==> src/logic/conv_data_pkg.sv <==
`default_nettype none

package conv_data_pkg;

	////////////////////////////////////////////////////////////////////////////
	// Word widths

	localparam int PIXEL_W = 8;
	localparam int WEIGHT_W = 8;
	localparam int ACC_W = 24;

	// Full product of one pixel and one weight
	localparam int PROD_W = PIXEL_W + WEIGHT_W;

	////////////////////////////////////////////////////////////////////////////
	// Data types

	// Input feature map sample
	typedef logic signed [PIXEL_W-1:0] pixel_t;

	// Pointwise kernel coefficient
	typedef logic signed [WEIGHT_W-1:0] weight_t;

	// Sum over up to 16 input channels, no overflow
	typedef logic signed [ACC_W-1:0] acc_t;

endpackage

`default_nettype wire

==> src/logic/loop_ctrl_pkg.sv <==
`default_nettype none

package loop_ctrl_pkg;

	////////////////////////////////////////////////////////////////////////////
	// Replay sequencer phases

	// LOAD  writes from the loader are taken
	// PASS  one read sweep per output channel
	// GAP   idle between two sweeps
	typedef enum logic [1:0] {
		LOAD = 2'd0,
		PASS = 2'd1,
		GAP  = 2'd2
	} replay_state_t;

endpackage

`default_nettype wire

==> src/logic/pixel_bus_if.sv <==
`timescale 1ns/1ps
`default_nettype none

interface pixel_bus_if import conv_data_pkg::*; #(
	parameter int IMAGE_WIDTH = 4,
	parameter int CH_IN = 4,
	parameter int CH_OUT = 4
) ();

	localparam int IMAGE_SIZE = IMAGE_WIDTH * IMAGE_WIDTH;
	localparam int IDX_W = (IMAGE_SIZE > 1) ? $clog2(IMAGE_SIZE) : 1;
	localparam int CI_W = (CH_IN > 1) ? $clog2(CH_IN) : 1;
	localparam int CO_W = (CH_OUT > 1) ? $clog2(CH_OUT) : 1;

	// One beat per cycle with valid high, no stall
	logic valid;
	pixel_t data;
	logic [CI_W-1:0] in_ch;
	logic [CO_W-1:0] out_ch;
	logic [IDX_W-1:0] index;
	logic last_in;

	modport src (output valid, data, in_ch, out_ch, index, last_in);
	modport snk (input valid, data, in_ch, out_ch, index, last_in);

endinterface

`default_nettype wire

==> src/logic/conv_loop_top.sv <==
`timescale 1ns/1ps
`default_nettype none

module conv_loop_top import conv_data_pkg::*; #(
	parameter int IMAGE_WIDTH = 4,
	parameter int CH_IN = 4,
	parameter int CH_OUT = 4,
	parameter int GAP_CYCLES = 3,
	localparam int IMAGE_SIZE = IMAGE_WIDTH * IMAGE_WIDTH,
	localparam int IDX_W = (IMAGE_SIZE > 1) ? $clog2(IMAGE_SIZE) : 1,
	localparam int CO_W = (CH_OUT > 1) ? $clog2(CH_OUT) : 1
) (
	input logic clk,
	input logic reset,
	input logic pixel_valid,
	input pixel_t pixel_in,
	input logic weight_valid,
	input weight_t weight_in,
	output logic result_valid,
	output acc_t result,
	output logic [CO_W-1:0] result_ch,
	output logic [IDX_W-1:0] result_index,
	output logic busy,
	output logic drop_strobe
);

	localparam int MAP_SIZE = CH_IN * IMAGE_SIZE;
	localparam int ADDR_W = (MAP_SIZE > 1) ? $clog2(MAP_SIZE) : 1;

	// Loader to buffer
	logic wr_en;
	logic [ADDR_W-1:0] wr_addr;
	pixel_t wr_data;
	logic map_done;

	pixel_bus_if #(
		.IMAGE_WIDTH(IMAGE_WIDTH),
		.CH_IN(CH_IN),
		.CH_OUT(CH_OUT)
	) pix_bus ();

	pixel_loader #(
		.IMAGE_WIDTH(IMAGE_WIDTH),
		.CH_IN(CH_IN)
	) loader0 (
		.clk(clk),
		.reset(reset),
		.pixel_valid(pixel_valid),
		.pixel_in(pixel_in),
		.busy(busy),
		.wr_en(wr_en),
		.wr_addr(wr_addr),
		.wr_data(wr_data),
		.map_done(map_done),
		.drop_strobe(drop_strobe)
	);

	loop_buffer #(
		.IMAGE_WIDTH(IMAGE_WIDTH),
		.CH_IN(CH_IN),
		.CH_OUT(CH_OUT),
		.GAP_CYCLES(GAP_CYCLES)
	) buffer0 (
		.clk(clk),
		.reset(reset),
		.wr_en(wr_en),
		.wr_addr(wr_addr),
		.wr_data(wr_data),
		.map_done(map_done),
		.busy(busy),
		.bus(pix_bus.src)
	);

	pointwise_mac #(
		.IMAGE_WIDTH(IMAGE_WIDTH),
		.CH_IN(CH_IN),
		.CH_OUT(CH_OUT)
	) mac0 (
		.clk(clk),
		.reset(reset),
		.weight_valid(weight_valid),
		.weight_in(weight_in),
		.bus(pix_bus.snk),
		.result_valid(result_valid),
		.result(result),
		.result_ch(result_ch),
		.result_index(result_index)
	);

endmodule

`default_nettype wire

==> src/logic/loop_buffer.sv <==
`timescale 1ns/1ps
`default_nettype none

module loop_buffer import conv_data_pkg::*, loop_ctrl_pkg::*; #(
	parameter int IMAGE_WIDTH = 4,
	parameter int CH_IN = 4,
	parameter int CH_OUT = 4,
	parameter int GAP_CYCLES = 3,
	localparam int IMAGE_SIZE = IMAGE_WIDTH * IMAGE_WIDTH,
	localparam int MAP_SIZE = CH_IN * IMAGE_SIZE,
	localparam int ADDR_W = (MAP_SIZE > 1) ? $clog2(MAP_SIZE) : 1
) (
	input logic clk,
	input logic reset,
	input logic wr_en,
	input logic [ADDR_W-1:0] wr_addr,
	input pixel_t wr_data,
	input logic map_done,
	output logic busy,
	pixel_bus_if.src bus
);

	localparam int IDX_W = (IMAGE_SIZE > 1) ? $clog2(IMAGE_SIZE) : 1;
	localparam int CI_W = (CH_IN > 1) ? $clog2(CH_IN) : 1;
	localparam int CO_W = (CH_OUT > 1) ? $clog2(CH_OUT) : 1;
	localparam int GAP_W = (GAP_CYCLES > 1) ? $clog2(GAP_CYCLES) : 1;

	pixel_t mem [MAP_SIZE];

	replay_state_t state;
	logic [ADDR_W-1:0] rd_addr;
	logic [CO_W-1:0] out_ch;
	logic [GAP_W-1:0] gap_cnt;

	logic [CI_W-1:0] rd_ch;
	logic [IDX_W-1:0] rd_idx;

	// Output stage registers
	logic valid_q;
	pixel_t data_q;
	logic [CI_W-1:0] in_ch_q;
	logic [CO_W-1:0] out_ch_q;
	logic [IDX_W-1:0] index_q;
	logic last_in_q;

	// Map is stored channel-major, so the address splits directly
	assign rd_ch = CI_W'(rd_addr / IMAGE_SIZE);
	assign rd_idx = IDX_W'(rd_addr % IMAGE_SIZE);

	always_ff @(posedge clk) begin
		if (wr_en && state == LOAD) begin
			mem[wr_addr] <= wr_data;
		end
	end

	////////////////////////////////////////////////////////////////////////////
	// Replay sequencer

	always_ff @(posedge clk) begin
		if (reset) begin
			state <= LOAD;
			rd_addr <= '0;
			out_ch <= '0;
			gap_cnt <= '0;
		end else begin
			case (state)
				LOAD: begin
					if (map_done) begin
						state <= PASS;
						rd_addr <= '0;
						out_ch <= '0;
					end
				end
				PASS: begin
					if (rd_addr == ADDR_W'(MAP_SIZE - 1)) begin
						rd_addr <= '0;
						if (out_ch == CO_W'(CH_OUT - 1)) begin
							state <= LOAD;
						end else begin
							out_ch <= out_ch + 1'b1;
							// No gap at all when GAP_CYCLES is zero
							if (GAP_CYCLES > 0) begin
								state <= GAP;
								gap_cnt <= '0;
							end
						end
					end else begin
						rd_addr <= rd_addr + 1'b1;
					end
				end
				GAP: begin
					if (gap_cnt == GAP_W'(GAP_CYCLES - 1)) begin
						state <= PASS;
					end else begin
						gap_cnt <= gap_cnt + 1'b1;
					end
				end
				default: state <= LOAD;
			endcase
		end
	end

	////////////////////////////////////////////////////////////////////////////
	// Read stage, tags follow the data one cycle after the address

	always_ff @(posedge clk) begin
		data_q <= mem[rd_addr];
		in_ch_q <= rd_ch;
		index_q <= rd_idx;
		out_ch_q <= out_ch;
		last_in_q <= (rd_ch == CI_W'(CH_IN - 1));
	end

	always_ff @(posedge clk) begin
		if (reset) begin
			valid_q <= 1'b0;
		end else begin
			valid_q <= (state == PASS);
		end
	end

	// Held high until the final beat has left
	assign busy = (state != LOAD) || valid_q;

	assign bus.valid = valid_q;
	assign bus.data = data_q;
	assign bus.in_ch = in_ch_q;
	assign bus.out_ch = out_ch_q;
	assign bus.index = index_q;
	assign bus.last_in = last_in_q;

endmodule

`default_nettype wire

==> src/logic/pixel_loader.sv <==
`timescale 1ns/1ps
`default_nettype none

module pixel_loader import conv_data_pkg::*; #(
	parameter int IMAGE_WIDTH = 4,
	parameter int CH_IN = 4,
	localparam int IMAGE_SIZE = IMAGE_WIDTH * IMAGE_WIDTH,
	localparam int MAP_SIZE = CH_IN * IMAGE_SIZE,
	localparam int ADDR_W = (MAP_SIZE > 1) ? $clog2(MAP_SIZE) : 1
) (
	input logic clk,
	input logic reset,
	input logic pixel_valid,
	input pixel_t pixel_in,
	input logic busy,
	output logic wr_en,
	output logic [ADDR_W-1:0] wr_addr,
	output pixel_t wr_data,
	output logic map_done,
	output logic drop_strobe
);

	logic [ADDR_W-1:0] pix_cnt;
	logic take;
	logic last_pix;

	// Blocked while the buffer replays, and in the cycle before busy rises
	assign take = pixel_valid && !busy && !map_done;
	assign last_pix = (pix_cnt == ADDR_W'(MAP_SIZE - 1));

	always_ff @(posedge clk) begin
		if (reset) begin
			pix_cnt <= '0;
			wr_en <= 1'b0;
			map_done <= 1'b0;
			drop_strobe <= 1'b0;
		end else begin
			wr_en <= take;
			map_done <= take && last_pix;
			drop_strobe <= pixel_valid && !take;
			if (take) begin
				// Wrap for the next map
				pix_cnt <= last_pix ? '0 : pix_cnt + 1'b1;
			end
		end
	end

	// Write payload, one cycle behind the accepted pixel
	always_ff @(posedge clk) begin
		if (take) begin
			wr_addr <= pix_cnt;
			wr_data <= pixel_in;
		end
	end

endmodule

`default_nettype wire

==> src/logic/pointwise_mac.sv <==
`timescale 1ns/1ps
`default_nettype none

module pointwise_mac import conv_data_pkg::*; #(
	parameter int IMAGE_WIDTH = 4,
	parameter int CH_IN = 4,
	parameter int CH_OUT = 4,
	localparam int IMAGE_SIZE = IMAGE_WIDTH * IMAGE_WIDTH,
	localparam int IDX_W = (IMAGE_SIZE > 1) ? $clog2(IMAGE_SIZE) : 1,
	localparam int CO_W = (CH_OUT > 1) ? $clog2(CH_OUT) : 1
) (
	input logic clk,
	input logic reset,
	input logic weight_valid,
	input weight_t weight_in,
	pixel_bus_if.snk bus,
	output logic result_valid,
	output acc_t result,
	output logic [CO_W-1:0] result_ch,
	output logic [IDX_W-1:0] result_index
);

	localparam int W_SIZE = CH_OUT * CH_IN;
	localparam int W_ADDR_W = (W_SIZE > 1) ? $clog2(W_SIZE) : 1;

	weight_t weight_mem [W_SIZE];
	acc_t acc_mem [IMAGE_SIZE];

	logic [W_ADDR_W-1:0] w_wr_addr;
	logic [W_ADDR_W-1:0] w_rd_addr;
	logic signed [PROD_W-1:0] product;
	acc_t acc_base;
	acc_t acc_sum;
	logic beat_last;

	////////////////////////////////////////////////////////////////////////////
	// Weight store, output channel major

	always_ff @(posedge clk) begin
		if (reset) begin
			w_wr_addr <= '0;
		end else if (weight_valid) begin
			w_wr_addr <= (w_wr_addr == W_ADDR_W'(W_SIZE - 1)) ? '0 : w_wr_addr + 1'b1;
		end
	end

	always_ff @(posedge clk) begin
		if (weight_valid) begin
			weight_mem[w_wr_addr] <= weight_in;
		end
	end

	assign w_rd_addr = W_ADDR_W'(bus.out_ch * CH_IN + bus.in_ch);

	////////////////////////////////////////////////////////////////////////////
	// Multiply and accumulate per pixel position

	always_comb begin
		product = bus.data * weight_mem[w_rd_addr];
		// Channel zero starts a fresh sum
		acc_base = (bus.in_ch == '0) ? '0 : acc_mem[bus.index];
		acc_sum = acc_base + acc_t'(product);
	end

	assign beat_last = bus.valid && bus.last_in;

	always_ff @(posedge clk) begin
		if (bus.valid) begin
			acc_mem[bus.index] <= acc_sum;
		end
	end

	always_ff @(posedge clk) begin
		if (reset) begin
			result_valid <= 1'b0;
		end else begin
			result_valid <= beat_last;
		end
	end

	always_ff @(posedge clk) begin
		if (beat_last) begin
			result <= acc_sum;
			result_ch <= bus.out_ch;
			result_index <= bus.index;
		end
	end

endmodule

`default_nettype wire

==> config.mk <==
export PLATFORM = sky130hd
export DESIGN_NAME = conv_loop_top
export DESIGN_NICKNAME = d
export VERILOG_FILES = /design/src/logic/conv_data_pkg.sv /design/src/logic/loop_ctrl_pkg.sv /design/src/logic/pixel_bus_if.sv /design/src/logic/conv_loop_top.sv /design/src/logic/loop_buffer.sv /design/src/logic/pixel_loader.sv /design/src/logic/pointwise_mac.sv
export SDC_FILE = /design/constraint.sdc
export NUM_CORES = 1
export LEC_CHECK = 0
export BUFFER_PORTS_ARGS = -buffer_cell sky130_fd_sc_hd__buf_2
export CORE_MARGIN = 2
export CORE_UTILIZATION = 35
export CTS_CLUSTER_SIZE = 40
export DETAILED_ROUTE_END_ITERATION = 10
export PLACE_DENSITY = 0.57
export SLEW_MARGIN = 30
export SYNTH_ARGS = -nofsm -noshare
export SYNTH_HDL_FRONTEND = slang
export SYNTH_SLANG_ARGS = --single-unit
==> constraint.sdc <==
create_clock -name clk -period 9.65 [get_ports clk]
set_input_delay 1.4475 -clock clk [delete_from_list [all_inputs] [get_ports clk]]
set_output_delay 1.4475 -clock clk [all_outputs]
set_load 0.05 [all_outputs]
==> metrics list, run 1 <==
* Run status: finished, final reports clean
- Initial antenna violation count: 3
- VDD sags by at most 0.000259 V.
- Layout Skew: 0.0333 ns
- Floorplan die height: 368 um
- Of all nets on the critical path, the largest fanout is 19.
- Horiz. Die Dim: 368 um
- Synth area leader: edfxtp_1
* Sequential fraction of the synthesis area: 0.712
- In the detailed route, the total length drawn on met3 is 6740 um.
- Synth warnings: 0
- At the later pin of the worst-skew pair, clock insertion delay measures 0.73 ns.
* Routed Wire Length: 105000 um
* Clock-pin transition on the worst setup and hold timing paths: 0.06 ns
- After detailed routing, the number of remaining DRC violations is 0.
- Number of post-CTS setup repair buffers: 0
* Total gr overflow: 0
- The analysis attributes to cell leakage a power of 0.0166 uW.
* Routed wire length per instance: 24.9 um
- Drt initial violations: 1804
- The final hold violation count came to 0.
- The setup check on the worst reg-to-reg path leaves a slack of 1.69 ns.
- Hold crit path type: reg -> reg
* Die outline area: 0.135 mm2
- 0 antenna diodes ended up in the layout.
- Synthesis handed over a netlist of 2234 instances.
* Core footprint: 0.131 mm2
* Effective utilization at floorplan: 0.352
- The number of max-slew violations in the final report was 0.
* Slew at the pin closest to its max-slew limit: 0.940 ns
* Antenna viol nets, final: 0
* Global-route wire length before repair: 155000 um
* Quantity of gates resized following cts: 0
* Max capacitance violation total: 0
- The longest clock path from root to sink contains 3 buffers.
- Post-detailed-placement half-perimeter wirelength: 64700 um
- Entering global routing, the biggest net connects 65 pins.
* Total Nets Final: 2548
- The routed layout has 21.8k vias.
* Count of input and output buffers: 52
* Synth Cell Area: 0.0463 mm2
* CTS Buf Count: 113
- Wire segments on met2 add up to 52700 um in the final route.
- The first TritonRoute pass finished after 5 iterations.
- RePlAce Congestion: 0.777
- For this run, the leading register cell type out of synthesis is edfxtp_1.
- In the final timing run, aggregate negative setup slack is 0 ns.
- After clock tree synthesis, the flow added hold-fix buffers numbering 0.
* RSZ-0062 raised after global routing: false
- Clock tree from TritonCTS: yes
- The layout has 11.5k filler cells.
- # clock sinks: 1112
- Cell at the root of the clock tree: clkbuf_16
- For this run, the top clock speed supported by timing is 0.126 GHz.
- Area fraction of the dominant cell type after synthesis: 0.693
- Count of flip-flops with a built-in enable after synthesis: 1068
- The worst setup path is launched from a register.
- In the routed layout, each cell is associated on average with a via count of 5.17.
- Post-route design area: 0.0526 mm2
- PwrDens: 232 mW/mm2
- Setup violators final: 0
* Area of the multi-input gates: 0.0127 mm2
- Slew headroom: 0.374
- In this run the top signal layer used is met5.
- Total routing usage reported by global routing: 0.156
- Site Rows: 133
- Counting every net in the synthesized netlist gives 2420.
- Counting I/O delays and the setup requirement, the final critical path takes 7.96 ns.
- FF+latch area: 0.0330 mm2
- Post-Synthesis Mean Instance Area: 20.7 um2
- Data on the critical path is required at its endpoint by 10.08 ns.
- Wire length the detailed router placed on met1: 42900 um
- Fraction of final layout cells sized beyond drive strength 1: 0.259
* # placed instances: 4000
- I/O Pins: 53
- Arrival time of the worst setup path: 8.39 ns
- The number of global-route vias before repair came to 23.0k.
- Signed area change from the synthesized netlist to the final layout: 13.7%
- Number of non-filler instances in the completed layout: 4210
- Counting flops with an async set or reset pin after synthesis yields a share of 0.
- Yosys mapped the design onto 55 distinct sky130hd cell types.
- The setup path with the least slack is of type reg -> reg.
* Cell types with the largest area share after synthesis: edfxtp_1 69%, mux4_2 15%, fa_1 4.5%, dfxtp_1 1.9%, ha_1 1.7%
- Dividing the final minimum period by the clock period gives 0.825.
* Placement Cell Area: 0.0490 mm2
* Kind of end point of the critical path: register
- Count of H-tree levels built during CTS: 3
* Synthesized flop and latch total: 1112
[cell families after synthesis]
kind of cell    count (synthesis)  synth area share
simple gates                  315            0.0335
mux                           326             0.156
compound gates                 87            0.0120
flops                        1112             0.712
buf+inv                       195            0.0181
fa+ha+maj                     166            0.0618
xor+xnor                       33           0.00625
[per-layer routing]
layer  up-vias  global-route usage
met1     11700               0.206
met5         -                   0
met4         2              0.0447
li1       9220                   -
met2       652               0.259
met3       161              0.0340
[worst max-delay path, cell delays in order (launching register included)]
cell,delay [ns]
dfxtp_2,0.69
buf_4,0.45
mux4_2,0.56
mux4_2,0.58
and2_1,0.52
fa_1,0.66
fa_1,0.45
fa_1,0.58
fa_1,0.42
ha_1,0.29
ha_1,0.34
and2_1,0.17
a221oi_1,0.35
nand3_1,0.14
o211a_1,0.23
a21oi_1,0.36
o21ai_0,0.27
xnor2_2,0.58
[per-stage QoR]
step	hold WS, ns	setup slack, ns	total power (uW)	util
floorplan	0.326	2.62	7370	-
global placement	0.371	1.60	8030	0.371
detailed placement	0.387	1.28	8140	0.373
CTS	0.397	1.24	12300	0.400
global route	0.408	1.13	12700	0.401
finish	0.393	1.69	12200	0.401
[cells in the mapped netlist (22+ instances only)]
cell and count:
xnor2_1 23, and2_1 71, nor2_1 124, edfxtp_1 1068, buf_2 22, fa_1 104, inv_1 99, nand2_1 49
mux4_2 317, clkbuf_1 40, ha_1 62, dfxtp_1 44
[flip-flops by register name, summed over array words and instances, names as in the netlist, 2 cells and up]
name                flops
buffer0.bus.data        8
mac0.result            24
mac0.weight_mem       128
buffer0.mem           512
buffer0.rd_addr         6
loader0.wr_addr         6
buffer0.state           2
buffer0.bus.index       4
loader0.wr_data         8
buffer0.gap_cnt         2
mac0.result_ch          2
buffer0.out_ch          2
loader0.pix_cnt         6
mac0.result_index       4
mac0.acc_mem          384
buffer0.bus.in_ch       2
buffer0.bus.out_ch      2
mac0.w_wr_addr          4
[cell type report]
class / count / area share
sequential: 1112 / 0.627
multi-input combinational: 927 / 0.241
clock buffer: 149 / 0.0571
timing repair buffer: 107 / 0.0161
inverter: 101 / 0.00721
clock inverter: 59 / 0.00961
tap: 1755 / 0.0418
[path summary, 6_finish.rpt]
kind / start / end / cells after the start
max: buffer0.bus.in_ch[0]$_DFF_P_ / mac0.acc_mem[15][23]$_DFFE_PP_ / 17
min: buffer0.rd_addr[4]$_SDFFE_PP0P_ / buffer0.bus.in_ch[0]$_DFF_P_ / 0
max reg2reg: buffer0.bus.in_ch[0]$_DFF_P_ / mac0.acc_mem[15][23]$_DFFE_PP_ / 17
min reg2reg: buffer0.rd_addr[4]$_SDFFE_PP0P_ / buffer0.bus.in_ch[0]$_DFF_P_ / 0
[report_power, final]
group	switching, uW	internal [uW]
clock	1840	2300
sequential	8.12	6170
combinational	1310	542
[layout by cell type (no fill, tap or decap), drive strengths merged, types with 4 or more instances in the layout]
| cell type | synthesis | layout |
|---|---|---|
| a21o | 8 | 8 |
| a21oi | 20 | 20 |
| a22oi | 4 | 4 |
| and2 | 72 | 72 |
| and3 | 6 | 6 |
| buf | 54 | 107 |
| bufinv | 0 | 4 |
| clkbuf | 40 | 149 |
| clkinv | 0 | 47 |
| clkinvlp | 0 | 5 |
| dfxtp | 44 | 44 |
| edfxtp | 1068 | 1068 |
| fa | 104 | 104 |
| ha | 62 | 62 |
| inv | 101 | 104 |
| mux2i | 6 | 6 |
| mux4 | 317 | 317 |
| nand2 | 49 | 49 |
| nand2b | 10 | 10 |
| nand3 | 14 | 14 |
| nand3b | 5 | 5 |
| nor2 | 124 | 124 |
| nor2b | 6 | 6 |
| nor3 | 7 | 7 |
| o21ai | 16 | 16 |
| o21bai | 4 | 4 |
| o22ai | 17 | 17 |
| or3 | 6 | 6 |
| xnor2 | 23 | 23 |
| xor2 | 10 | 10 |
No activity file was read; power rests on OpenSTA's default activity.
==> inputs of run 2 (changes only) <==
- clock period: 9.65 -> 7.4 ns (I/O delays scaled with it)
==> run 2 against run 1 <==
Against the previous run: global-route usage shrank 0.19 points; cell count grew 0.62%; critical endpoint is now mac0.acc_mem[12][23]$_DFFE_PP_; register-to-register slack got worse by 1.3 ns; flip-flop and latch count unchanged; largest cell class unchanged; critical path type unchanged; fmax up 13%; sequential power rose by 30%; largest power group unchanged; total power increased by 33%; setup slack worse by 1.3 ns.
==> metrics list, run 2 (same netlist as run 1, synthesis figures left out) <==
* Pin count of the biggest net entering global routing: 113 (+74%)
- Number of post-CTS setup repair buffers: 0 (unchanged)
- Count of H-tree levels built during CTS: 3 (unchanged)
* Final Hold Fails: 0 (unchanged)
- The largest registers in the layout are buffer0.mem: 512 flops, mac0.acc_mem: 384 flops, mac0.weight_mem: 128 flops.
- The critical path goes through buf_12, mux4_2, mux4_2, and2_1, inv_2, fa_1, inv_1, fa_1, fa_1, fa_1, fa_1, ha_1, and2_1, a221oi_1, nand3_1, o211a_1, a21oi_1, o21ai_0, xnor2_2.
- The worst hold path belongs to the class reg -> reg.
* Max FFs per register: 512 (unchanged)
- Routed wire length per instance: 24.3 um (-2.6%)
- The starting utilization of the core area came to 0.352 (unchanged).
* Total gr overflow: 0 (unchanged)
* Count of input and output buffers: 52 (unchanged)
* Number of non-filler instances in the completed layout: 4236 (+0.62%)
* Slew Viols, Final: 0 (unchanged)
- Peak supply drop: 0.000375 V (+45%)
- The transition time at the pin with the least slew margin was 0.922 ns (-0.0172 ns).
- Routed via count: 21.7k (-0.29%)
- Setup violators final: 0 (unchanged)
- RePlAce Congestion: 0.797 (+2.5%)
- The clock-pin transition on the worst setup and hold timing paths came to 0.06 ns (about the same).
- Crit path top cell by count: fa_1
- The slowest stage of the critical path is the mux4_2 cell.
- The number of top-level design ports came to 53 (unchanged).
- Antenna viol nets, final: 0 (unchanged)
- Filler cell count: 11.5k (-0.44%)
* Standby leakage power: 0.0169 uW (+1.6%)
- The total clock buffers created by CTS was 111 (-1.8%).
- The initial detailed-routing violation count is 1765 (-2.2%).
* CP peak stage delay: 0.60 ns (-0.09 ns)
- Horiz. Die Dim: 368 um (unchanged)
- TritonRoute pass-1 iters: 5 (unchanged)
- Source of the critical timing path: buffer0.bus.in_ch[0]$_DFF_P_
* Max Root-Sink Buffers: 3 (unchanged)
- Total Nets Final: 2572 (+0.94%)
- The largest clock skew in the final design was 0.0534 ns (+0.0200 ns).
- The number of design rule violations left after detail routing was 0 (unchanged).
- Reg-to-reg critical path startpoint: buffer0.bus.in_ch[0]$_DFF_P_
- Total routing usage reported by global routing: 0.154 (-0.00192)
- Max Fanout on Critical Path: 17 (-2)
- Post-detailed-placement half-perimeter wirelength: 63600 um (-1.7%)
* Initial antenna violation count: 3 (unchanged)
- The arrival time at the worst endpoint was 7.51 ns (-0.88 ns).
* Setup Crit Path Kind: reg -> reg
- RSZ-0062 raised after global routing: true
- Site Rows: 133 (unchanged)
- The run finished with clean final reports.
* Vias per Instance: 5.12 (-0.90%)
* Cell family contributing the most delay on the critical path: adder cells
- The startpoint identified for the worst hold timing path is buffer0.out_ch[0]$_SDFFE_PP0P_.
- Vias in the first global route: 23.0k (-0.017%)
- The number of clock sinks is 1112 (unchanged).
* Min cycle time layout: 7.06 ns (-0.904 ns)
- Worst skew pair latency: 0.75 ns (+0.02 ns)
* Core footprint: 0.131 mm2 (unchanged)
- TritonCTS built the clock tree.
* Most frequent cells in the layout: 1068 x edfxtp_1, 317 x mux4_2, 114 x clkbuf_16
- # hold bufs at CTS: 0 (unchanged)
* Die outline area: 0.135 mm2 (unchanged)
- Slew headroom: 0.383 (+0.00921)
* Critical path launch point type: register
* Period utilisation layout: 0.953 (+0.129)
* Worst path bufs/invs: 3 (+2)
* Kind of end point of the critical path: register
* Fraction of final layout cells sized beyond drive strength 1: 0.269 (+0.00949)
- PwrDens: 306 mW/mm2 (+32%)
- The worst slack on hold paths is 0.396 ns (+0.00334 ns).
* Floorplan die height: 368 um (unchanged)
- The number of max-cap violations came to 0 (unchanged).
- The setup slack of the most critical reg-to-reg path is 0.34 ns (-1.35 ns).
- Cell at the root of the clock tree: clkbuf_16
- Peak Freq: 0.142 GHz (+13%)
- The global-route wire length before repair was 154000 um (-0.77%).
- Routed Wire Length: 103000 um (-2.0%)
- Worst Path Required: 7.86 ns (-2.22 ns)
- Total power: 16200 uW (+33%)
- Leaving out fill and tap cells, the most frequent cell in the layout is edfxtp_1.
* Largest Register: buffer0.mem
- Compared with the post-synthesis result, the final layout area differs by 14.6%.
- # placed instances: 4026 (+0.65%)
-- run 2: layer usage --
metal / vias to the layer above / GRT usage / share of wire
li1: 9256 / - / -
met1: 11700 / 0.208 / 0.42
met2: 597 / 0.255 / 0.50
met3: 160 / 0.0296 / 0.051
met4: 2 / 0.0410 / 0.024
met5: - / 0 / 0.00011
-- run 2: worst paths after layout --
path | cells past startpoint | endpoint
max | 19 | mac0.acc_mem[12][23]$_DFFE_PP_
min | 0 | buffer0.bus.out_ch[0]$_DFF_P_
max reg2reg | 19 | mac0.acc_mem[12][23]$_DFFE_PP_
min reg2reg | 0 | buffer0.bus.out_ch[0]$_DFF_P_
-- run 2: report_power, final --
group | internal (uW) | leakage [uW] | switching (uW)
Clock | 3300 | 0.00182 | 2400
Combinational | 752 | 0.00509 | 1720
Sequential | 8050 | 0.00999 | 10.1
Total | 12100 | 0.0169 | 4130
-- run 2: final cells by class --
| class | count | area, um2 | share of cell area |
|---|---|---|---|
| sequential | 1112 | 33000 | 0.622 |
| multi-input combinational | 927 | 12700 | 0.239 |
| clock buffer | 135 | 2950 | 0.0557 |
| tap | 1755 | 2200 | 0.0414 |
| timing repair buffer | 133 | 1060 | 0.0201 |
| clock inverter | 72 | 771 | 0.0145 |
| inverter | 101 | 379 | 0.00715 |
| antenna | 1 | 2.50 | 0.0000472 |
-- run 2: timing repair --
item,in CTS,in global routing
gates cloned,0,0
endpoints found under the setup margin,23,15
resized for setup,2,1
-- run 2: stage by stage --
| stage | setup TNS, ns | util | worst slack, ns | instance area (um2) |
|---|---|---|---|---|
| floorplan | 0 | - | 0.371 | 46300 |
| global placement | 0 | 0.374 | 0.0908 | 49100 |
| detailed placement | -0.189 | 0.375 | -0.0113 | 49200 |
| CTS | 0 | 0.403 | 0.0457 | 52900 |
| global route | -0.0250 | 0.404 | -0.00339 | 53000 |
| finish | 0 | 0.404 | 0.344 | 53000 |
==> inputs of run 3 (changes only) <==
- ABC_AREA: not set -> 1
- CORE_UTILIZATION: 35 -> 30
- GPL_TIMING_DRIVEN: not set -> 0
- PLACE_DENSITY: 0.57 -> 0.52
==> run 3 against run 2 <==
Against the previous run: non-clock buffer count increased by 163; sequential power decreased by 0.9%; die area increased by 20%; fmax decreased by 1.0%; register-to-register slack got worse by 0.07 ns; highest routed layer is now met4; largest cell class unchanged; clock skew increased by 0.0084 ns; synthesized area increased by 3.2%; sequential share of layout area decreased by 2.8 points; combinational power increased by 8.5%; via count increased by 39%.
==> metrics list, run 3 <==
- Count of input and output buffers: 52 (unchanged)
* Floorplan die height: 403 um (+9.6%)
- Synth warnings: 0 (unchanged)
- The number of max-cap violations came to 0 (unchanged).
- PwrDens: 293 mW/mm2 (-4.3%)
- The average detailed-routed wire length per instance was 22.6 um (-7.1%).
- The count of mapped cells out of synthesis is 3715 (+66%).
- Share of total power in sequential cells: 0.492 (-0.004)
- The worst setup path is launched from a register.
- Synth cell count leaders: 1068 x edfxtp_1, 558 x nand2_1, 483 x nor2_1
- The number of flip-flops in the largest register was 512 (unchanged).
- Drt initial violations: 3198 (+81%)
- The clock-pin transition on the worst setup and hold timing paths came to 0.06 ns (about the same).
- Vias per Instance: 4.95 (-3.3%)
* Largest Register: buffer0.mem
- The number of max-slew violations in the final report was 0 (unchanged).
- The final-report setup violation count was 0 (unchanged).
- The area share of the largest cell type after synthesis is 0.671 (-0.0216).
* Total DRC errors in the routed layout: 0 (unchanged)
- The residual antenna-violating net count after detailed routing came to 0 (unchanged).
- Synth Cell Area: 0.0478 mm2 (+3.2%)
- The weighted congestion reported at the end of routability-driven placement came to 0.953 (+20%).
- The aggregate routed wire length is 138000 um (+34%).
- The normalized max-slew margin came to 0.327 (-0.0561).
- Layout Skew: 0.0618 ns (+0.00838 ns)
- Core footprint: 0.158 mm2 (+20%)
* Max Fanout on Critical Path: 17 (unchanged)
* Fraction of final layout cells sized beyond drive strength 1: 0.126 (-0.142)
- The total global-route track usage came to 0.167 (+0.0132).
- Initial antenna violation count: 4 (+1)
- Total power: 16200 uW (about the same)
- Cell types with the largest area share after synthesis: edfxtp_1 67%, nand2_1 4.4%, fa_1 4.4%, nor2_1 3.8%, nand3_1 2.8%
- For this design, the slowest cell found on the critical path is xor2_2.
- The arrival time at the worst endpoint came to 7.53 ns (+0.02 ns).
- Source of the critical timing path: buffer0.bus.index[2]$_DFF_P_
* Peak Freq: 0.140 GHz (-1.0%)
- TritonRoute pass-1 iters: 5 (unchanged)
- By startpoint and endpoint, the worst setup path is classified as reg -> reg.
- Post-synthesis net count: 3901 (+61%)
- Worst path cell trace: nor2_1, clkinv_1, buf_2, a21oi_1, or2_1, o21ai_1, fa_1, inv_1, fa_1, inv_1, fa_1, inv_1, fa_1, fa_1, ha_1, a21oi_1, nand2_1, nand2_1, nand2_1, nand4_1, nand2_1, xor2_2
- The buffer levels on the longest clock path was 3 (unchanged).
* Routed via count: 30.3k (+39%)
* CP peak stage delay: 0.76 ns (+0.16 ns)
* Internal Power: 11800 uW (-2.8%)
* Horiz. Die Dim: 403 um (+9.6%)
- I/O Pins: 53 (unchanged)
- Min cycle time layout: 7.13 ns (+0.0726 ns)
- The sequential standard cell area was 0.0330 mm2 (about the same).
- The tightest min-delay check is of the reg -> reg type.
* Standby leakage power: 0.0193 uW (+14%)
* Most used standard cell by instance count after synthesis: edfxtp_1
* Reg-to-reg critical path startpoint: buffer0.bus.index[2]$_DFF_P_
* Kind of end point of the critical path: register
- R2R Path End: mac0.acc_mem[3][20]$_DFFE_PP_
- Site Rows: 146 (+9.8%)
- The cell that appears most often on the critical path is fa_1.
- Placement Cell Area: 0.0519 mm2 (+5.4%)
* # placed instances: 5898 (+46%)
- The per-instance average area after synthesis came to 12.9 um2 (-38%).
- The library cell used most frequently in the layout, excluding fill and tap cells, is edfxtp_1.
* Final Hold Fails: 0 (unchanged)
- Worst Hold Margin: 0.354 ns (-0.0417 ns)
* Pin count of the biggest net entering global routing: 20 (-82%)
- The die area was 0.162 mm2 (+20%).
- Worst Setup Slack post-DPL: -0.0628 ns (-0.0515 ns)
- The share of total power in the clock network is 0.342 (-0.009).
- Count of cells along the worst register-to-register path: 22 (+3)
- Synthesized flop and latch total: 1112 (unchanged)
- Post-route design area: 0.0555 mm2 (+4.6%)
- The setup slack of the most critical reg-to-reg path came to 0.27 ns (-0.07 ns).
- The biggest area contributor in the post-synthesis netlist is edfxtp_1.
- Total Nets Final: 4129 (+61%)
- Worst setup slack after layout: 0.272 ns (-0.0726 ns)
* Count of H-tree levels built during CTS: 3 (unchanged)
- The largest registers in the layout are buffer0.mem: 512 flops, mac0.acc_mem: 384 flops, mac0.weight_mem: 128 flops.
- The data required time at the worst endpoint was 7.80 ns (-0.06 ns).
- Global-route wire length before repair: 201000 um (+31%)
- Fraction of registers with async set or reset after synthesis: 0 (unchanged)
- The worst IR drop on VDD came to 0.000255 V (-32%).
- The total clock buffers created by CTS was 115 (+3.6%).
* Sequential fraction of the synthesis area: 0.690 (-0.0222)
* Number of non-filler instances in the completed layout: 6111 (+44%)
* Count of flip-flops with a built-in enable after synthesis: 1068 (unchanged)
- Total gr overflow: 0 (unchanged)
- # clock sinks: 1112 (unchanged)
- The net switching power was 4480 uW (+8.5%).
* Vias in the first global route: 29.5k (+28%)
- The final-layout fill cell count is 15.5k (+35%).
- The flow ran to the end, and the final reports show no timing, DRC or antenna violations.
- Setup repair after global routing left no endpoint under its margin.
- The distinct cell type count after synthesis is 46 (-16%).
- The part of the cycle the worst path needs was 0.963 (+0.00981).
- Area of the multi-input gates: 0.0134 mm2 (+5.5%)
* Primary FF master, synth: edfxtp_1
- The count of inserted antenna diode cells was 0 (-1).
- The top cell types in the final layout, fill and taps aside, are 1068 x edfxtp_1, 556 x nand2_1, 464 x nor2_1.
* Slew at the pin closest to its max-slew limit: 1.01 ns (+0.0838 ns)
* Sw Share: 0.276 (+0.0215)
- The placed wire-length estimate was 97900 um (+54%).
- The combinational group share of total power came to 0.165 (+0.013).
- From synthesis to final layout, the design area changed by 16.1%.
* Worst skew pair latency: 0.74 ns (about the same)
- The starting utilization of the core area is 0.302 (-0.0505).
- Clock tree from TritonCTS: yes
- In this run the worst setup path terminates at mac0.acc_mem[3][20]$_DFFE_PP_.
- Cell at the root of the clock tree: clkbuf_16
==> run 3: cells by family after synthesis <==
kind of cell	share of synthesized area
buffers and inverters	0.0356
xor gates and xnor gates	0.00348
adders and majority gates	0.0598
and+or+nand+nor	0.120
muxes	0.00231
AOI/OAI and AO/OA	0.0885
DFF	0.690
==> run 3: per-layer routing <==
metal	routed length, um	global-route usage	vias to the layer above
met3	9620	0.0299	218
li1	-	-	13800
met2	64300	0.272	1042
met4	3830	0.0477	0
met5	0	0	-
met1	60000	0.229	15200
==> run 3: worst min-delay path by stage <==
stage / from / to / slack [ns] / depth (start not counted)
after detailed placement: buffer0.rd_addr[4]$_SDFFE_PP0P_ / buffer0.bus.in_ch[0]$_DFF_P_ / 0.35 / 0
after global routing: buffer0.rd_addr[4]$_SDFFE_PP0P_ / buffer0.bus.in_ch[0]$_DFF_P_ / 0.37 / 0
final: buffer0.rd_addr[4]$_SDFFE_PP0P_ / buffer0.bus.in_ch[0]$_DFF_P_ / 0.35 / 0
after global placement: buffer0.rd_addr[4]$_SDFFE_PP0P_ / buffer0.bus.in_ch[0]$_DFF_P_ / 0.34 / 0
after CTS: buffer0.rd_addr[4]$_SDFFE_PP0P_ / buffer0.bus.in_ch[0]$_DFF_P_ / 0.36 / 0
after floorplan: buffer0.rd_addr[4]$_SDFFE_PP0P_ / buffer0.bus.in_ch[0]$_DFF_P_ / 0.33 / 0
==> run 3: layout make-up <==
class	count	share of cell area
flip-flops and latches	1112	0.594
multi-input cells	2237	0.241
clock buffers	162	0.0569
well taps	2072	0.0467
repair buffers	111	0.0225
plain buffers	185	0.0185
inverters	181	0.0123
clock inverters	51	0.00740
==> run 3: stage by stage <==
step                 util  setup TNS, ns
finish              0.351              0
global route        0.351              0
CTS                 0.350              0
detailed placement  0.328          -1.72
global placement    0.320        -272.31
floorplan               -              0
==> run 3: critical path, delay by kind of cell, from the launching register on <==
family                   cells  cell delay [ns]
AND/OR/NAND/NOR              7             0.95
buffers and inverters        5             1.11
XOR/XNOR                     1             0.76
adder cells (fa/ha/maj)      6             2.88
flip-flops                   1             0.37
AO/OA/AOI/OAI                3             0.69
==> run 3: power by group through the flow <==
stage	registers [uW]	clock network, uW	logic (uW)
floorplan	8140	0	1390
global placement	8220	0	2320
detailed placement	8130	0	2690
CTS	8000	5650	2710
global route	8000	5890	2970
finish	7990	5560	2680
==> run 3: repair_timing <==
action | in CTS | in global routing
gates resized for setup | 1 | 14
setup endpoints to repair | 51 | 119
pin swaps | 0 | 0
hold buffers | 0 | 0
setup buffers | 0 | 0
endpoints found under the hold margin | 0 | 0
